File: src/rtl/acc_cpu_pkg.sv
package acc_cpu_pkg;

    // datapath and address widths
    localparam int word_width = 16;
    localparam int addr_width = 8;
    localparam int op_width   = 4;
    localparam int kind_width = 4;

    // one word per address, full address space
    localparam int mem_words = 2 ** addr_width;

    // data and instruction word
    typedef logic [word_width-1:0] word_t;

    // main memory address
    typedef logic [addr_width-1:0] addr_t;

    // alu operation select
    typedef logic [op_width-1:0] alu_op_t;

    // alu operation codes, ordering kept from the original alu
    localparam alu_op_t alu_add  = 4'h0;
    localparam alu_op_t alu_sub  = 4'h1;
    // low half of the product only
    localparam alu_op_t alu_mul  = 4'h2;
    // divide by zero returns all ones
    localparam alu_op_t alu_div  = 4'h3;
    localparam alu_op_t alu_shl  = 4'h4;
    localparam alu_op_t alu_shr  = 4'h5;
    localparam alu_op_t alu_rol  = 4'h6;
    localparam alu_op_t alu_ror  = 4'h7;
    localparam alu_op_t alu_and  = 4'h8;
    localparam alu_op_t alu_or   = 4'h9;
    localparam alu_op_t alu_xor  = 4'ha;
    localparam alu_op_t alu_nor  = 4'hb;
    localparam alu_op_t alu_nand = 4'hc;
    localparam alu_op_t alu_xnor = 4'hd;
    // unsigned compare, result in bit 0
    localparam alu_op_t alu_gt   = 4'he;
    localparam alu_op_t alu_eq   = 4'hf;

    // instruction kind, top nibble of the word
    // codes outside this list behave as halt
    typedef enum logic [kind_width-1:0] {
        kind_halt  = 4'h0,
        kind_load  = 4'h1,
        kind_store = 4'h2,
        kind_alu   = 4'h3,
        kind_jump  = 4'h4,
        kind_jz    = 4'h5
    } kind_t;

    // instruction word split into its fields
    typedef struct packed {
        kind_t   kind;
        alu_op_t op;
        addr_t   addr;
    } instr_t;

    // control sequencer states
    typedef enum logic [2:0] {
        st_idle,
        st_fetch,
        st_fetch_wait,
        st_decode,
        st_exec_read,
        st_exec_wait,
        st_write_back
    } seq_state_t;

endpackage

File: src/rtl/acc_alu.sv
`timescale 1ns/10ps

module acc_alu (
    input  acc_cpu_pkg::alu_op_t operation,
    input  acc_cpu_pkg::word_t   operand_a,
    input  acc_cpu_pkg::word_t   operand_b,
    output acc_cpu_pkg::word_t   result
);

    // full width product, only the low word is kept
    logic [2*acc_cpu_pkg::word_width-1:0] product;
    // quotient with the zero divisor case folded in
    acc_cpu_pkg::word_t                   quotient;

    assign product = operand_a * operand_b;

    always_comb begin
        if (operand_b == '0) begin
            // no trap on divide by zero
            quotient = '1;
        end else begin
            quotient = operand_a / operand_b;
        end
    end

    always_comb begin
        case (operation)
            acc_cpu_pkg::alu_add: begin
                result = operand_a + operand_b;
            end
            acc_cpu_pkg::alu_sub: begin
                // wraps on underflow
                result = operand_a - operand_b;
            end
            acc_cpu_pkg::alu_mul: begin
                result = product[acc_cpu_pkg::word_width-1:0];
            end
            acc_cpu_pkg::alu_div: begin
                result = quotient;
            end
            // shifts and rotates ignore operand_b
            acc_cpu_pkg::alu_shl: begin
                result = {operand_a[14:0], 1'b0};
            end
            acc_cpu_pkg::alu_shr: begin
                result = {1'b0, operand_a[15:1]};
            end
            acc_cpu_pkg::alu_rol: begin
                result = {operand_a[14:0], operand_a[15]};
            end
            acc_cpu_pkg::alu_ror: begin
                result = {operand_a[0], operand_a[15:1]};
            end
            acc_cpu_pkg::alu_and: begin
                result = operand_a & operand_b;
            end
            acc_cpu_pkg::alu_or: begin
                result = operand_a | operand_b;
            end
            acc_cpu_pkg::alu_xor: begin
                result = operand_a ^ operand_b;
            end
            acc_cpu_pkg::alu_nor: begin
                result = ~(operand_a | operand_b);
            end
            acc_cpu_pkg::alu_nand: begin
                result = ~(operand_a & operand_b);
            end
            acc_cpu_pkg::alu_xnor: begin
                result = ~(operand_a ^ operand_b);
            end
            // compares give one or zero
            acc_cpu_pkg::alu_gt: begin
                result = {15'd0, operand_a > operand_b};
            end
            acc_cpu_pkg::alu_eq: begin
                result = {15'd0, operand_a == operand_b};
            end
            default: begin
                result = '0;
            end
        endcase
    end

endmodule

File: src/rtl/acc_cpu_top.sv
`timescale 1ns/10ps

module acc_cpu_top (
    input  logic               clk,
    input  logic               arst_n,
    input  logic               start,
    input  logic               host_we,
    input  acc_cpu_pkg::addr_t host_addr,
    input  acc_cpu_pkg::word_t host_wdata,
    output acc_cpu_pkg::word_t host_rdata,
    output logic               busy,
    output logic               halted,
    output acc_cpu_pkg::word_t acc,
    output acc_cpu_pkg::addr_t pc
);

    // processor side of the memory
    acc_cpu_pkg::addr_t   mem_addr;
    acc_cpu_pkg::word_t   mem_wdata;
    acc_cpu_pkg::word_t   mem_rdata;
    logic                 mem_we;

    // alu hookup
    acc_cpu_pkg::alu_op_t alu_operation;
    acc_cpu_pkg::word_t   alu_operand_a;
    acc_cpu_pkg::word_t   alu_operand_b;
    acc_cpu_pkg::word_t   alu_result;

    // sequencer and registers
    cpu_control u_control (
        .clk           (clk),
        .arst_n        (arst_n),
        .start         (start),
        .mem_rdata     (mem_rdata),
        .alu_result    (alu_result),
        .mem_addr      (mem_addr),
        .mem_wdata     (mem_wdata),
        .mem_we        (mem_we),
        .alu_operation (alu_operation),
        .alu_operand_a (alu_operand_a),
        .alu_operand_b (alu_operand_b),
        .busy          (busy),
        .halted        (halted),
        .acc           (acc),
        .pc            (pc)
    );

    acc_alu u_alu (
        .operation (alu_operation),
        .operand_a (alu_operand_a),
        .operand_b (alu_operand_b),
        .result    (alu_result)
    );

    // busy hands the single port to the processor
    main_memory u_memory (
        .clk        (clk),
        .busy       (busy),
        .host_we    (host_we),
        .host_addr  (host_addr),
        .host_wdata (host_wdata),
        .cpu_we     (mem_we),
        .cpu_addr   (mem_addr),
        .cpu_wdata  (mem_wdata),
        .rdata      (mem_rdata)
    );

    // host sees whatever the port last read
    assign host_rdata = mem_rdata;

endmodule

File: src/rtl/cpu_control.sv
`timescale 1ns/10ps

module cpu_control (
    input  logic                 clk,
    input  logic                 arst_n,
    input  logic                 start,
    input  acc_cpu_pkg::word_t   mem_rdata,
    input  acc_cpu_pkg::word_t   alu_result,
    output acc_cpu_pkg::addr_t   mem_addr,
    output acc_cpu_pkg::word_t   mem_wdata,
    output logic                 mem_we,
    output acc_cpu_pkg::alu_op_t alu_operation,
    output acc_cpu_pkg::word_t   alu_operand_a,
    output acc_cpu_pkg::word_t   alu_operand_b,
    output logic                 busy,
    output logic                 halted,
    output acc_cpu_pkg::word_t   acc,
    output acc_cpu_pkg::addr_t   pc
);

    // sequencer state
    acc_cpu_pkg::seq_state_t state;

    // instruction register
    acc_cpu_pkg::instr_t ir;
    // memory address and buffer registers
    acc_cpu_pkg::addr_t  mar;
    acc_cpu_pkg::word_t  mbr;

    // memory word seen as an instruction, valid in decode
    acc_cpu_pkg::instr_t fetched;
    // next sequential instruction address, wraps at the top
    acc_cpu_pkg::addr_t  pc_next;
    logic                acc_zero;
    // operand access phase, memory addressed through mar
    logic                exec_phase;

    assign fetched  = acc_cpu_pkg::instr_t'(mem_rdata);
    assign pc_next  = pc + acc_cpu_pkg::addr_t'(1);
    assign acc_zero = (acc == '0);

    assign exec_phase = state inside {acc_cpu_pkg::st_exec_read,
                                      acc_cpu_pkg::st_exec_wait,
                                      acc_cpu_pkg::st_write_back};

    // pc during fetch and decode, operand address afterwards
    assign mem_addr  = exec_phase ? mar : pc;
    // only store writes, always the accumulator
    assign mem_wdata = acc;
    assign mem_we    = (state == acc_cpu_pkg::st_write_back)
                       && (ir.kind == acc_cpu_pkg::kind_store);

    // alu always sees acc against the fetched operand
    assign alu_operation = ir.op;
    assign alu_operand_a = acc;
    assign alu_operand_b = mbr;

    // running whenever the sequencer has left idle
    assign busy = (state != acc_cpu_pkg::st_idle);

    // sequencer, pc, acc and halted flag
    always_ff @(posedge clk or negedge arst_n) begin
        if (!arst_n) begin
            state  <= acc_cpu_pkg::st_idle;
            halted <= 1'b0;
            pc     <= '0;
            acc    <= '0;
        end else begin
            case (state)
                acc_cpu_pkg::st_idle: begin
                    // acc deliberately survives a restart
                    if (start) begin
                        state  <= acc_cpu_pkg::st_fetch;
                        halted <= 1'b0;
                        pc     <= '0;
                    end
                end
                acc_cpu_pkg::st_fetch: begin
                    // pc on the address bus
                    state <= acc_cpu_pkg::st_fetch_wait;
                end
                acc_cpu_pkg::st_fetch_wait: begin
                    // memory read in flight
                    state <= acc_cpu_pkg::st_decode;
                end
                acc_cpu_pkg::st_decode: begin
                    case (fetched.kind)
                        acc_cpu_pkg::kind_load,
                        acc_cpu_pkg::kind_alu: begin
                            // operand read needed
                            pc    <= pc_next;
                            state <= acc_cpu_pkg::st_exec_read;
                        end
                        acc_cpu_pkg::kind_store: begin
                            // straight to the write cycle
                            pc    <= pc_next;
                            state <= acc_cpu_pkg::st_write_back;
                        end
                        acc_cpu_pkg::kind_jump: begin
                            pc    <= fetched.addr;
                            state <= acc_cpu_pkg::st_fetch;
                        end
                        acc_cpu_pkg::kind_jz: begin
                            if (acc_zero) begin
                                pc <= fetched.addr;
                            end else begin
                                pc <= pc_next;
                            end
                            state <= acc_cpu_pkg::st_fetch;
                        end
                        default: begin
                            // halt and unknown kinds, pc stays on this word
                            // busy drops in the same cycle halted rises
                            state  <= acc_cpu_pkg::st_idle;
                            halted <= 1'b1;
                        end
                    endcase
                end
                acc_cpu_pkg::st_exec_read: begin
                    // mar on the address bus
                    state <= acc_cpu_pkg::st_exec_wait;
                end
                acc_cpu_pkg::st_exec_wait: begin
                    // operand lands in mbr this cycle
                    state <= acc_cpu_pkg::st_write_back;
                end
                acc_cpu_pkg::st_write_back: begin
                    if (ir.kind == acc_cpu_pkg::kind_load) begin
                        acc <= mbr;
                    end else if (ir.kind == acc_cpu_pkg::kind_alu) begin
                        acc <= alu_result;
                    end
                    // store needs nothing here, mem_we covers it
                    state <= acc_cpu_pkg::st_fetch;
                end
                default: begin
                    state <= acc_cpu_pkg::st_idle;
                end
            endcase
        end
    end

    // payload registers
    always_ff @(posedge clk) begin
        // latch instruction and operand address
        if (state == acc_cpu_pkg::st_decode) begin
            ir  <= fetched;
            mar <= fetched.addr;
        end
        // operand word from memory
        if (state == acc_cpu_pkg::st_exec_wait) begin
            mbr <= mem_rdata;
        end
    end

endmodule

File: src/rtl/main_memory.sv
`timescale 1ns/10ps

module main_memory (
    input  logic               clk,
    input  logic               busy,
    input  logic               host_we,
    input  acc_cpu_pkg::addr_t host_addr,
    input  acc_cpu_pkg::word_t host_wdata,
    input  logic               cpu_we,
    input  acc_cpu_pkg::addr_t cpu_addr,
    input  acc_cpu_pkg::word_t cpu_wdata,
    output acc_cpu_pkg::word_t rdata
);

    // storage array, contents undefined until written
    acc_cpu_pkg::word_t ram [acc_cpu_pkg::mem_words];

    // selected port side
    logic               sel_we;
    acc_cpu_pkg::addr_t sel_addr;
    acc_cpu_pkg::word_t sel_wdata;

    // processor owns the port while running
    // host strobe dropped entirely when busy
    assign sel_we    = busy ? cpu_we    : host_we;
    assign sel_addr  = busy ? cpu_addr  : host_addr;
    assign sel_wdata = busy ? cpu_wdata : host_wdata;

    // single port, write has priority over read
    // read data appears the cycle after the address
    always_ff @(posedge clk) begin
        if (sel_we) begin
            ram[sel_addr] <= sel_wdata;
        end else begin
            // rdata holds its value during a write
            rdata <= ram[sel_addr];
        end
    end

endmodule

File: config.mk
export PLATFORM = sky130hd
export DESIGN_NAME = acc_cpu_top
export DESIGN_NICKNAME = d
export VERILOG_FILES = /design/src/rtl/acc_cpu_pkg.sv /design/src/rtl/acc_alu.sv /design/src/rtl/acc_cpu_top.sv /design/src/rtl/cpu_control.sv /design/src/rtl/main_memory.sv
export SDC_FILE = /design/constraint.sdc
export NUM_CORES = 2
export LEC_CHECK = 0
export BUFFER_PORTS_ARGS = -buffer_cell sky130_fd_sc_hd__buf_2
export CORE_MARGIN = 2
export CORE_UTILIZATION = 25
export CTS_BUF_LIST = sky130_fd_sc_hd__clkbuf_4 sky130_fd_sc_hd__clkbuf_8
export DETAILED_ROUTE_END_ITERATION = 10
export MAX_ROUTING_LAYER = met4
export PLACE_DENSITY_LB_ADDON = 0.08
export SLEW_MARGIN = 15
export SYNTH_ARGS = -nofsm -noshare
export SYNTH_HDL_FRONTEND = slang
export SYNTH_SLANG_ARGS = --single-unit
File: constraint.sdc
create_clock -name clk -period 79 [get_ports clk]
set_input_delay 7.9 -clock clk [delete_from_list [all_inputs] [get_ports clk]]
set_output_delay 7.9 -clock clk [all_outputs]
set_load 0.01 [all_outputs]
==> qor.yml <==
route:
  routedWlPerCell_um: 33.3
  drt-total-wl_um: 665000
  drt-pass1-iter-count: 6
  drtIter0Drc: 10200
  vias_per_cell: 4.86
  drcViolationCount: 0
  ant_nets: 0
  vias: 97200
grt:
  grt_pass1_wl_um: 894000
  overflow: 0
  grt_max_degree: 146
  antenna_found_initial: 75
  first_global_vias: 100000
  grt_usage_pct: 19.0
timing:
  setup_viol: 0
  finalSetupTns_ps: 0
  fin_crit_ps: 34280
  post-route-period-util_pct: 43.4
  hold_viol_final: 0
  maxSlewHeadroom_pct: 15.0
  worst_slack_ps: 44720
  fin_skew_ps: 90.3
  maxSlewViolCount: 0
  fmax_ghz: 0.0292
  rsz0062_at_grt: "no"
  tightestPinTransition_ps: 1270
worst_setup_path:
  cp-startpoint: "u_control.alu_operand_b[15]"
  cp_slowest_cell: "a21oi_1"
  worst_setup_path_start_kind: "register"
  crit_arrival_ps: 35420
  cp_common_cell: "ha_1"
  endpoint_kind: "register"
  worstSetupPathType: "reg2reg"
  crit_family: "compound AO/OA/AOI/OAI gates"
  cp_num_buf_inv: 3
  cp.required_ps: 80140
  critPathMaxStageDelay_ps: 850
  reg2reg_from: "u_control.alu_operand_b[15]"
  crit_path_max_fanout: 22
layout:
  synthToLayoutAreaGrowth_pct: 16.8
  fillers: 68500
  finish.utilization_pct: 29.3
  register_area_sq_um: 125000
  layout_common_cells: "edfxtp_1, mux4_2, clkbuf_8"
  layout_commonest_cell: "edfxtp_1"
  multiInputGateArea_sq_um: 46800
  num-nets-final: 10500
  final_layout_size_suffix_gt1_share_pct: 28.8
clock_network:
  cts_root_buffer: "clkbuf_8"
  cts_tree: "built"
  clk_pin_slew_worst_paths_ps: 70
  cts_max_path_buffers: 4
  h-tree-depth: 6
  cts_setup_buffers: 0
  clk_latency_ps: 1310
  clock_sinks: 4172
  hold_buffers: 0
  ctsResizeCount: 0
  cts-buffers-inserted: 730
floorplanning:
  coreArea_sq_um: 693000
  dieHeight_um: 838
  rows: 306
  start_util_pct: 25.0
  dieWidth_um: 838
  floorplan.die_area_sq_um: 701000
  io_pins: 70
placement:
  port_buffers: 69
  gp_congestion: 0.849
  pre_cts_slack_ps: 44740
  hpwlAfterDp_um: 423000
pwr:
  power.density_nw_per_um2: 44.1
  switchingPower_mw: 3.86
  p_clk_share_pct: 21.9
  pwr-share-comb_pct: 46.5
  p_seq_share_pct: 31.6
  switching_share_pct: 43.1
  vdd_drop_max_mv: 0.0465
  p_leak_nw: 65.7
  power.total_mw: 8.95
  intPower_mw: 5.09
yosys:
  postSynthAreaPerCell_sq_um: 18.6
  netlist_area_sq_um: 174000
  synth_enable_flop_cells: 4144
  ys_async_sr_fraction_pct: 0.671
  yosysSeqAreaShare_pct: 72.1
  syn-num-nets: 9700
  yosysWarnings: 0
  synth.distinct_cells: 90
  synthCells: 9353
  synth_ff_type: "edfxtp_1"
  ys_seq_elements: 4172
job:
  max-cap-violations: 0
hold_path:
  min_from: "u_control.halted"
  hold_class: "reg2reg"
status:
  status: "complete, no violations"
==> power groups by stage <==
stage               Sequential (mW)  Combinational [mW]  Clock (mW)
global placement               2.87                4.23           0
global route                   2.83                4.40        2.12
finish                         2.83                4.16        1.96
detailed placement             2.87                4.24           0
floorplan                      3.10                2.18           0
CTS                            2.83                4.25        2.03
==> registers in the layout, summed over array words and instances, names as in the netlist <==
name / count
u_control.acc: 16
u_memory.rdata: 16
u_control.mar: 8
u_control.alu_operation: 4
u_control.state: 3
u_control.pc: 8
u_control.ir: 4
u_control.alu_operand_b: 16
u_memory.ram: 4096
u_control.halted: 1
==> stage by stage <==
step	std cells	hold slack (ps)	cell area [sq um]
after global placement	18700	519	189000
after CTS	20000	528	203000
after global routing	20000	578	203000
final	20000	528	203000
after floorplan	9353	516	174000
after detailed placement	18700	514	189000
==> kinds of logic (layout without fill, tap and decap cells) <==
group | Yosys count | count (layout) | share of synthesized area [%]
flops | 4172 | 4172 | 72.1
simple gates | 1703 | 1703 | 4.30
mux | 1205 | 1205 | 14.4
compound gates | 1137 | 1137 | 4.36
buf+inv | 697 | 2077 | 1.65
fa+ha+maj | 319 | 319 | 2.65
xor+xnor | 120 | 120 | 0.605
other cells | 0 | 36 | 0
==> metal layers <==
layer	up-vias	global-route usage, %	share of wire [%]	wire length [um]
met5	-	-	0	0
met3	825	3.17	6.2	41200
met4	0	3.86	2.0	13600
li1	39900	-	-	-
met1	53000	26.2	45	301000
met2	3452	29.6	47	310000
==> worst register-to-register path, delay by kind of cell (launching register included) <==
family,cells,cell delay [ps]
multiplexers,3,1250
AO/OA/AOI/OAI,63,19770
buffers and inverters,3,480
adder cells (fa/ha/maj),15,4920
AND/OR/NAND/NOR,28,7160
flip-flops,1,530
==> layout make-up <==
| class | instances | share of cell area (%) |
|---|---|---|
| Sequential cell | 4172 | 61.7 |
| Multi-Input combinational cell | 4484 | 23.0 |
| Clock buffer | 995 | 5.96 |
| Tap cell | 9240 | 5.70 |
| Timing Repair Buffer | 622 | 2.35 |
| Clock inverter | 280 | 0.915 |
| Inverter | 180 | 0.333 |
| Antenna cell | 36 | 0.0444 |
==> cells in the mapped netlist (all sizes together), types with 67 or more instances <==
cell    number  area [sq um]
o21ai      154           771
inv        173           649
mux2i      143          1430
nand2      657          2470
a22oi      205          1550
a21oi      299          1510
buf        204          1020
edfxtp    4144        124000
nor3        92           477
ha         237          2970
o22ai       67           419
mux4      1029         23200
xnor2       82           718
fa          82          1640
clkbuf     313          1170
nor2       538          2020
nand3      155           776
==> final timing paths <==
path,end,slack [ps],cells after the start
max reg2reg,u_control.acc[0],44720,112
min,u_control.halted,530,1
max,u_control.acc[0],44720,112
min in group asynchronous,u_control.acc[10],6750,1
max in group asynchronous,u_control.acc[12],71570,1
min reg2reg,u_control.halted,530,1
Note: power is estimated with default switching activity, not from simulation.
